===== src/rtl/spec_pkg.sv =====
// shared widths and types; N_BINS and N_BANDS are module parameters, not set here
package spec_pkg;

    // --------------------------------------------------
    // input side
    // --------------------------------------------------
    localparam int FFT_DATA_WIDTH = 16;           // one fft component

    typedef logic signed [FFT_DATA_WIDTH-1:0] fft_sample_t;

    // --------------------------------------------------
    // magnitude path
    // --------------------------------------------------
    // worst case re = im = -32768 gives a sum of 2^31,
    // whose floor square root is 46340
    localparam int SUM_WIDTH = 2 * FFT_DATA_WIDTH + 1;  // re^2 + im^2
    localparam int MAG_WIDTH = 17;                     // one result bit per sqrt stage

    typedef logic [MAG_WIDTH-1:0] mag_t;

    // 2 cycles abs/square and sum, then one cycle per root bit
    localparam int MAG_LATENCY = 2 + MAG_WIDTH;        // bin_valid to wr_en

    // --------------------------------------------------
    // band path
    // --------------------------------------------------
    localparam int BAND_WIDTH = 24;               // room for 128 bins per band

    typedef logic [BAND_WIDTH-1:0] band_t;

endpackage

===== src/rtl/spectrum_top.sv =====
// start a frame only after the previous mel_done; N_BINS must be a multiple of N_BANDS
module spectrum_top #(
    parameter int N_BINS  = 32,
    parameter int N_BANDS = 4
) (
    input  logic                                            clk,
    input  logic                                            rst,
    input  logic                                            bin_valid,
    input  logic                                            bin_last,
    input  logic [$clog2(N_BINS)-1:0]                       bin_idx,
    input  spec_pkg::fft_sample_t                           real_part,
    input  spec_pkg::fft_sample_t                           imag_part,
    input  logic                                            host_rd_req,   // hold until valid
    input  logic [$clog2(N_BINS)-1:0]                       host_rd_addr,
    output spec_pkg::mag_t                                  host_rd_data,
    output logic                                            host_rd_valid,
    output logic                                            band_valid,
    output logic [((N_BANDS > 1) ? $clog2(N_BANDS) : 1)-1:0] band_idx,
    output spec_pkg::band_t                                 band_energy,
    output logic                                            mel_done
);

    import spec_pkg::*;

    localparam int ADDR_W = $clog2(N_BINS);

    // --------------------------------------------------
    // internal nets
    // --------------------------------------------------
    logic              wr_en, frame_written;
    logic [ADDR_W-1:0] wr_addr;
    mag_t              wr_data;
    logic              mel_rd_req, mel_rd_grant, mel_rd_valid;
    logic [ADDR_W-1:0] mel_rd_addr;
    mag_t              rd_data;         // shared return data
    logic              ram_en, ram_we;
    logic [ADDR_W-1:0] ram_addr;
    mag_t              ram_wdata, ram_rdata;

    assign host_rd_data = rd_data;

    // --------------------------------------------------
    // instances
    // --------------------------------------------------
    magnitude #(.N_BINS(N_BINS)) magnitude_i (
        .clk, .rst,
        .bin_valid, .bin_idx, .bin_last, .real_part, .imag_part,
        .wr_en, .wr_addr, .wr_data, .frame_written
    );

    spec_arbiter #(.N_BINS(N_BINS)) spec_arbiter_i (
        .clk, .rst,
        .wr_en, .wr_addr, .wr_data,
        .mel_rd_req, .mel_rd_addr, .mel_rd_grant, .mel_rd_valid,
        .host_rd_req, .host_rd_addr, .host_rd_valid,
        .rd_data,
        .ram_en, .ram_we, .ram_addr, .ram_wdata, .ram_rdata
    );

    spectrum_ram #(.N_BINS(N_BINS)) spectrum_ram_i (
        .clk,
        .ram_en, .ram_we, .ram_addr, .ram_wdata, .ram_rdata
    );

    mel_bands #(.N_BINS(N_BINS), .N_BANDS(N_BANDS)) mel_bands_i (
        .clk, .rst,
        .frame_written,
        .mel_rd_req, .mel_rd_addr, .mel_rd_grant, .mel_rd_valid,
        .rd_data,
        .band_valid, .band_idx, .band_energy, .mel_done
    );

endmodule


===== src/rtl/mel_bands.sv =====
// rectangular bands of N_BINS/N_BANDS bins; frame_written while busy is dropped
module mel_bands #(
    parameter int N_BINS  = 32,
    parameter int N_BANDS = 4
) (
    input  logic                                            clk,
    input  logic                                            rst,
    input  logic                                            frame_written,
    output logic                                            mel_rd_req,
    output logic [$clog2(N_BINS)-1:0]                       mel_rd_addr,
    input  logic                                            mel_rd_grant,
    input  logic                                            mel_rd_valid,
    input  spec_pkg::mag_t                                  rd_data,
    output logic                                            band_valid,
    output logic [((N_BANDS > 1) ? $clog2(N_BANDS) : 1)-1:0] band_idx,
    output spec_pkg::band_t                                 band_energy,
    output logic                                            mel_done
);

    import spec_pkg::*;

    localparam int ADDR_W        = $clog2(N_BINS);
    localparam int BAND_IDX_W    = (N_BANDS > 1) ? $clog2(N_BANDS) : 1;
    localparam int BINS_PER_BAND = N_BINS / N_BANDS;
    localparam int POS_W         = (BINS_PER_BAND > 1) ? $clog2(BINS_PER_BAND) : 1;

    typedef enum logic [1:0] {
        S_IDLE,
        S_REQ,     // request held until granted
        S_WAIT,    // one read outstanding
        S_EMIT     // band sum on the outputs
    } state_t;

    state_t                state_q;
    logic [ADDR_W-1:0]     bin_q;      // next bin to read
    logic [POS_W-1:0]      pos_q;      // position inside the current band
    logic [BAND_IDX_W-1:0] band_q;
    band_t                 acc_q;
    logic                  done_q;
    logic                  band_end;   // returning bin closes the band
    logic                  last_band;

    assign band_end  = (pos_q == POS_W'(BINS_PER_BAND - 1));
    assign last_band = (band_q == BAND_IDX_W'(N_BANDS - 1));

    // --------------------------------------------------
    // sweep FSM
    // --------------------------------------------------
    always_ff @(posedge clk) begin
        if (rst) begin
            state_q <= S_IDLE;
            bin_q   <= '0;
            pos_q   <= '0;
            band_q  <= '0;
            done_q  <= 1'b0;
        end else begin
            done_q <= 1'b0;
            case (state_q)
                S_IDLE: begin
                    if (frame_written) begin
                        bin_q   <= '0;
                        pos_q   <= '0;
                        band_q  <= '0;
                        state_q <= S_REQ;
                    end
                end
                S_REQ: begin
                    if (mel_rd_grant) state_q <= S_WAIT;
                end
                S_WAIT: begin
                    if (mel_rd_valid) begin
                        bin_q <= bin_q + 1'b1;              // wraps after the final bin
                        if (band_end) begin
                            pos_q   <= '0;
                            state_q <= S_EMIT;
                        end else begin
                            pos_q   <= pos_q + 1'b1;
                            state_q <= S_REQ;
                        end
                    end
                end
                S_EMIT: begin
                    band_q <= band_q + 1'b1;
                    if (last_band) begin
                        done_q  <= 1'b1;                    // one cycle after last band_valid
                        state_q <= S_IDLE;
                    end else begin
                        state_q <= S_REQ;
                    end
                end
                default: state_q <= S_IDLE;
            endcase
        end
    end

    // --------------------------------------------------
    // accumulator
    // --------------------------------------------------
    always_ff @(posedge clk) begin
        if (state_q == S_IDLE || state_q == S_EMIT) begin
            acc_q <= '0;                                  // fresh sum per band
        end else if (state_q == S_WAIT && mel_rd_valid) begin
            acc_q <= acc_q + BAND_WIDTH'(rd_data);
        end
    end

    // --------------------------------------------------
    // outputs
    // --------------------------------------------------
    assign mel_rd_req  = (state_q == S_REQ);
    assign mel_rd_addr = bin_q;
    assign band_valid  = (state_q == S_EMIT);
    assign band_idx    = band_q;
    assign band_energy = acc_q;
    assign mel_done    = done_q;

endmodule


===== src/rtl/spec_arbiter.sv =====
// fixed priority writer > mel > host; writer is never stalled, reads return after one cycle
module spec_arbiter #(
    parameter int N_BINS = 32
) (
    input  logic                      clk,
    input  logic                      rst,
    input  logic                      wr_en,
    input  logic [$clog2(N_BINS)-1:0] wr_addr,
    input  spec_pkg::mag_t            wr_data,
    input  logic                      mel_rd_req,
    input  logic [$clog2(N_BINS)-1:0] mel_rd_addr,
    output logic                      mel_rd_grant,
    output logic                      mel_rd_valid,
    input  logic                      host_rd_req,
    input  logic [$clog2(N_BINS)-1:0] host_rd_addr,
    output logic                      host_rd_valid,
    output spec_pkg::mag_t            rd_data,
    output logic                      ram_en,
    output logic                      ram_we,
    output logic [$clog2(N_BINS)-1:0] ram_addr,
    output spec_pkg::mag_t            ram_wdata,
    input  spec_pkg::mag_t            ram_rdata
);

    logic mel_sel, host_sel;     // read grants this cycle
    logic mel_own, host_own;     // owner of the read in flight

    // --------------------------------------------------
    // selection, same cycle
    // --------------------------------------------------
    // host request still held in its valid cycle, so masked by host_own
    assign mel_sel  = !wr_en && mel_rd_req;
    assign host_sel = !wr_en && !mel_rd_req && host_rd_req && !host_own;

    assign ram_en    = wr_en | mel_sel | host_sel;
    assign ram_we    = wr_en;
    assign ram_wdata = wr_data;

    always_comb begin
        if (wr_en) begin
            ram_addr = wr_addr;
        end else if (mel_rd_req) begin
            ram_addr = mel_rd_addr;
        end else begin
            ram_addr = host_rd_addr;      // don't care when idle
        end
    end

    assign mel_rd_grant = mel_sel;

    // --------------------------------------------------
    // read return routing
    // --------------------------------------------------
    always_ff @(posedge clk) begin
        if (rst) begin
            mel_own  <= 1'b0;
            host_own <= 1'b0;
        end else begin
            mel_own  <= mel_sel;
            host_own <= host_sel;
        end
    end

    assign mel_rd_valid  = mel_own;
    assign host_rd_valid = host_own;
    assign rd_data       = ram_rdata;     // shared, qualified by the valids

endmodule


===== src/rtl/spectrum_ram.sv =====
// single-port bin store, read data registered one cycle; contents undefined after reset
module spectrum_ram #(
    parameter int N_BINS = 32
) (
    input  logic                      clk,
    input  logic                      ram_en,
    input  logic                      ram_we,
    input  logic [$clog2(N_BINS)-1:0] ram_addr,
    input  spec_pkg::mag_t            ram_wdata,
    output spec_pkg::mag_t            ram_rdata
);

    import spec_pkg::*;

    mag_t mem [0:N_BINS-1];   // one magnitude per bin

    // --------------------------------------------------
    // write or registered read, never both
    // --------------------------------------------------
    always_ff @(posedge clk) begin
        if (ram_en) begin
            if (ram_we) begin
                mem[ram_addr] <= ram_wdata;
            end else begin
                ram_rdata <= mem[ram_addr];   // holds until the next read
            end
        end
    end

endmodule


===== src/rtl/magnitude.sv =====
// fixed latency MAG_LATENCY, one bin per cycle accepted, no back-pressure; exact floor sqrt
module magnitude #(
    parameter int N_BINS = 32
) (
    input  logic                          clk,
    input  logic                          rst,
    input  logic                          bin_valid,   // one-cycle strobe
    input  logic [$clog2(N_BINS)-1:0]     bin_idx,
    input  logic                          bin_last,    // last bin of the frame
    input  spec_pkg::fft_sample_t         real_part,
    input  spec_pkg::fft_sample_t         imag_part,
    output logic                          wr_en,
    output logic [$clog2(N_BINS)-1:0]     wr_addr,
    output spec_pkg::mag_t                wr_data,
    output logic                          frame_written
);

    import spec_pkg::*;

    localparam int ADDR_W   = $clog2(N_BINS);
    localparam int N_STAGES = MAG_LATENCY - 2;    // sqrt stages, one per result bit
    localparam int REM_W    = MAG_WIDTH + 2;      // partial remainder never exceeds 2*root
    localparam int RAD_W    = SUM_WIDTH + 1;      // radicand padded to an even width

    // --------------------------------------------------
    // stage 1: absolute value and square
    // --------------------------------------------------
    logic [FFT_DATA_WIDTH:0] re_ext, im_ext;      // sign extended to 17 bits
    logic [FFT_DATA_WIDTH:0] abs_re, abs_im;      // 17 bits so -32768 stays exact
    logic [SUM_WIDTH-1:0]    sq_re, sq_im;
    logic                    s1_vld;
    logic [ADDR_W-1:0]       s1_idx;
    logic                    s1_last;

    assign re_ext = {real_part[FFT_DATA_WIDTH-1], real_part};
    assign im_ext = {imag_part[FFT_DATA_WIDTH-1], imag_part};
    assign abs_re = real_part[FFT_DATA_WIDTH-1] ? (~re_ext + 1'b1) : re_ext;
    assign abs_im = imag_part[FFT_DATA_WIDTH-1] ? (~im_ext + 1'b1) : im_ext;

    always_ff @(posedge clk) begin
        if (rst) begin
            s1_vld <= 1'b0;
        end else begin
            s1_vld <= bin_valid;
        end
        sq_re   <= SUM_WIDTH'(abs_re) * SUM_WIDTH'(abs_re);
        sq_im   <= SUM_WIDTH'(abs_im) * SUM_WIDTH'(abs_im);
        s1_idx  <= bin_idx;
        s1_last <= bin_last;
    end

    // --------------------------------------------------
    // stage 2: sum, seeds index 0 of the sqrt pipe
    // --------------------------------------------------
    logic                 vld_q  [0:N_STAGES];
    logic [ADDR_W-1:0]    idx_q  [0:N_STAGES];
    logic                 last_q [0:N_STAGES];
    logic [MAG_WIDTH-1:0] root_q [0:N_STAGES];
    logic [REM_W-1:0]     rem_q  [0:N_STAGES-1];
    logic [RAD_W-1:0]     rad_q  [0:N_STAGES-1]; // unconsumed radicand bits at the top

    always_ff @(posedge clk) begin
        if (rst) begin
            vld_q[0] <= 1'b0;
        end else begin
            vld_q[0] <= s1_vld;
        end
        idx_q[0]  <= s1_idx;
        last_q[0] <= s1_last;
        rad_q[0]  <= {1'b0, sq_re + sq_im};   // max 2^31, no overflow
        rem_q[0]  <= '0;
        root_q[0] <= '0;
    end

    // --------------------------------------------------
    // restoring sqrt, msb first, one bit per stage
    // --------------------------------------------------
    for (genvar k = 1; k <= N_STAGES; k++) begin : g_sqrt
        logic [REM_W+1:0] cur;      // remainder with next two radicand bits
        logic [REM_W+1:0] trial;    // 4*root + 1
        logic [REM_W+1:0] diff;
        logic             take;     // result bit for this stage

        assign cur   = {rem_q[k-1], rad_q[k-1][RAD_W-1 -: 2]};
        assign trial = {{(REM_W - MAG_WIDTH){1'b0}}, root_q[k-1], 2'b01};
        assign take  = (cur >= trial);
        assign diff  = cur - trial;

        always_ff @(posedge clk) begin
            if (rst) begin
                vld_q[k] <= 1'b0;
            end else begin
                vld_q[k] <= vld_q[k-1];
            end
            idx_q[k]  <= idx_q[k-1];     // index and last ride with the data
            last_q[k] <= last_q[k-1];
            root_q[k] <= {root_q[k-1][MAG_WIDTH-2:0], take};
        end

        // final stage keeps only the root
        if (k < N_STAGES) begin : g_carry
            always_ff @(posedge clk) begin
                rem_q[k] <= take ? diff[REM_W-1:0] : cur[REM_W-1:0];
                rad_q[k] <= rad_q[k-1] << 2;
            end
        end
    end

    // --------------------------------------------------
    // write port toward the arbiter
    // --------------------------------------------------
    assign wr_en         = vld_q[N_STAGES];
    assign wr_addr       = idx_q[N_STAGES];
    assign wr_data       = root_q[N_STAGES];
    assign frame_written = vld_q[N_STAGES] & last_q[N_STAGES];   // with the last bin's write

endmodule


===== config.mk =====
export PLATFORM = sky130hd
export DESIGN_NAME = spectrum_top
export DESIGN_NICKNAME = d
export VERILOG_FILES = /design/src/rtl/spec_pkg.sv /design/src/rtl/spectrum_top.sv /design/src/rtl/mel_bands.sv /design/src/rtl/spec_arbiter.sv /design/src/rtl/spectrum_ram.sv /design/src/rtl/magnitude.sv
export SDC_FILE = /design/constraint.sdc
export NUM_CORES = 2
export LEC_CHECK = 0
export BUFFER_PORTS_ARGS = -buffer_cell sky130_fd_sc_hd__buf_2
export CAP_MARGIN = 5
export CORE_ASPECT_RATIO = 1.25
export CORE_UTILIZATION = 45
export DETAILED_ROUTE_END_ITERATION = 12
export GPL_TIMING_DRIVEN = 0
export HOLD_SLACK_MARGIN = 0.02
export PLACE_DENSITY = 0.58
export SETUP_SLACK_MARGIN = 0.02
export SLEW_MARGIN = 20
export SYNTH_ARGS = -nofsm -noshare
export SYNTH_HDL_FRONTEND = slang
export SYNTH_SLANG_ARGS = --single-unit
export TNS_END_PERCENT = 10

===== constraint.sdc =====
create_clock -name clk -period 7.7 [get_ports clk]
set_input_delay 0.385 -clock clk [delete_from_list [all_inputs] [get_ports clk]]
set_output_delay 0.385 -clock clk [all_outputs]
set_load 0.1 [all_outputs]

==> results.ini <==
[run_status]
status=finished clean

[yosys]
ys_seq_area_frac=0.5110
ys_seq_elements=1533
synth_area_leader_cell=dfxtp_1
netlist.area_leader.share=0.2739
ys_warn_count=0
synthTopCellsByArea=dfxtp_1 27%, edfxtp_1 24%, fa_1 11%, ha_1 7.6%, mux4_2 4.3%
synthFlopType=dfxtp_1
synth_cells=5925
ys_types=82
synthArstFlopShare=0
syn_avg_cell_area_sq_um=11.99
netlist_area_sq_mm=0.07105
synth-edff-count=561

[detailed_routing]
firstDrtPassIters=7
vias=43300
ant_nets=0
drc=0
vias_per_cell=5.124
drt-initial-drc-count=2298
wl_per_cell_um=18.35
wl_mm=155.0

[cts]
numCtsBuffers=152
clk_latency_ns=0.77
path_clk_slew_ns=0.06
cts_num_sinks=1533
htreeDepth=4
cts_tree=built
clk_path_buf_depth=3
root_buffer=clkbuf_16

[place]
hpwl_mm=116.6
routabilityCongestion=0.8940
dp_slack_ns=-1.917
numPortBuffers=92

[sta]
fin_crit_ns=7.410
maxSlewViolCount=0
fin_ws_ns=0.2901
tightest_slew_ns=1.239
max_freq_mhz=135.0
whs_ns=0.1295
rsz0062_at_grt=true
setup_violations=0
relSlewSlack=0.1713
fin_crit_sh=0.9623
hold_viol_final=0
fin_skew_ns=0.01756
final.setup.tns_ns=0

[floorplan]
die_h_um=446.3
rows=162
ios=93
core_sq_mm=0.1563
dieArea_sq_mm=0.1595
fp.dieW_um=357.4
initial_core_util=0.4547

[finish]
drive_above_1_share=0.1036
areaGrowthSynthToFinish_pct=13.26
final_util=0.5149
fillers=13620
nets=7137
antenna_cells=0
seq_area_sq_mm=0.03632
multi_input_area_sq_mm=0.03192

[setup_path]
cp_slowest_stage_delay_ns=0.56
end_kind=flop
crit_slowest_cell=or4_1
crit_buf_inv=8
path_class=in2reg
startpoint_type=input port
worstPathMaxFanout=10
required_ns=8.35
crit_family=adder cells
arrival_ns=8.06

[grt]
grt_pass1_wl_mm=243.1
grt_max_degree=33
antenna_found_initial=0
grt_pass1_vias=44990
grt_use_total=0.1976
overflow=0

[run]
cap_violations=0

[min_path]
hp-class=in2reg

[final cells by class]
cell class	count	share of cell area
plain buffers	117	0.005939
clock buffers	208	0.05252
clock inverters	73	0.01015
inverters	825	0.03859
multi-input cells	3516	0.3966
flip-flops and latches	1533	0.4513
well taps	2050	0.03187
repair buffers	128	0.01298
[sequential cells by signal, summed over array words and instances, names as in the netlist, 2 cells and up]
register and cells:
magnitude_i.rem_q 278, magnitude_i.s1_idx 5, mel_bands_i.pos_q 3, spectrum_ram_i.ram_rdata 17
spectrum_ram_i.mem 544, mel_bands_i.band_idx 2, magnitude_i.root_q 153, magnitude_i.sq_im 32
mel_bands_i.mel_rd_addr 5, mel_bands_i.band_energy 24, magnitude_i.rad_q 305, magnitude_i.sq_re 32
magnitude_i.last_q 18, mel_bands_i.state_q 2, magnitude_i.vld_q 18, magnitude_i.idx_q 90
[cell usage after synthesis, types with 136 or more instances]
| master | count |
|---|---|
| fa_1 | 384 |
| xor2_1 | 136 |
| mux4_2 | 136 |
| inv_1 | 811 |
| nor2_1 | 375 |
| o21ai_0 | 136 |
| dfxtp_1 | 972 |
| ha_1 | 433 |
| edfxtp_1 | 561 |
| xnor2_1 | 203 |
| nand2_1 | 379 |
| a21oi_1 | 238 |
[cells in the final DEF (no fill, tap or decap), drive strengths merged, types with 21 or more instances in the layout]
cell type	netlist	layout
o31ai	31	31
xnor2	203	203
o21ai	144	144
nand3	79	79
xor2	136	136
o21a	74	74
nand4	37	37
edfxtp	561	561
nor2	376	376
or3	34	34
conb	2	73
a22oi	41	41
buf	20	136
a31oi	21	21
clkbuf	102	305
a21oi	238	238
nand2	379	379
and3	25	25
nor3	89	89
or4	21	21
and2	22	22
mux4	136	136
mux2i	26	26
inv	816	830
nor2b	62	62
dfxtp	972	972
fa	384	384
nor4	42	42
clkinv	9	51
ha	433	433
mux2	53	53
a21o	84	84
nand2b	42	42
[stage by stage]
step / std cells / instance area [sq um]
final: 8450 / 80470
after global routing: 8450 / 80470
after CTS: 8448 / 80270
after detailed placement: 8155 / 75010
after global placement: 8138 / 74340
after floorplan: 5996 / 71320
[worst paths after layout]
kind | from | end | slack (ns) | cells past startpoint
max | real_part[4] | magnitude_i.sq_re[31] | 0.29 | 29
min | real_part[0] | magnitude_i.sq_re[2] | 0.13 | 2
max reg2reg | mel_bands_i.state_q[1] | spectrum_ram_i.ram_rdata[9] | 2.85 | 10
min reg2reg | magnitude_i.rad_q[0][38] | magnitude_i.rad_q[0][74] | 0.31 | 0
[worst reg2reg max path: cells and delay by family, from the launching register on]
family / cells / cell delay (ns)
AOI/OAI and AO/OA: 1 / 0.45
adders and majority gates: 1 / 0.14
buffers and inverters: 4 / 1.77
DFF: 1 / 0.36
muxes: 3 / 1.52
and+or+nand+nor: 1 / 0.29
[what timing repair did]
action,in CTS,in global routing
pin swaps,1,3
endpoints found under the hold margin,14,0
gates resized for setup,19,32
gates cloned,0,0
endpoints found under the setup margin,35,23
buffers inserted,2,4
hold buffers,12,0
[kinds of logic after synthesis]
kind of cell,after synthesis,synth area share
other,2,0.0001057
AO/OA/AOI/OAI,798,0.07245
AND/OR/NAND/NOR,1274,0.08479
XOR/XNOR,339,0.04179
flip-flops,1533,0.5110
buffers and inverters,947,0.05029
multiplexers,215,0.05517
adder cells (fa/ha/maj),817,0.1844
[layer usage]
layer	wire length, um	up-vias	track usage
met2	83020	942	0.3728
li1	-	20840	-
met4	6668	0	0.08771
met5	0	-	0
met3	6569	308	0.02823
met1	58770	21220	0.2165
Power is left out: the tool's default activity adds up to more than one toggle a clock period on the data nets, which glitch-free logic cannot reach.
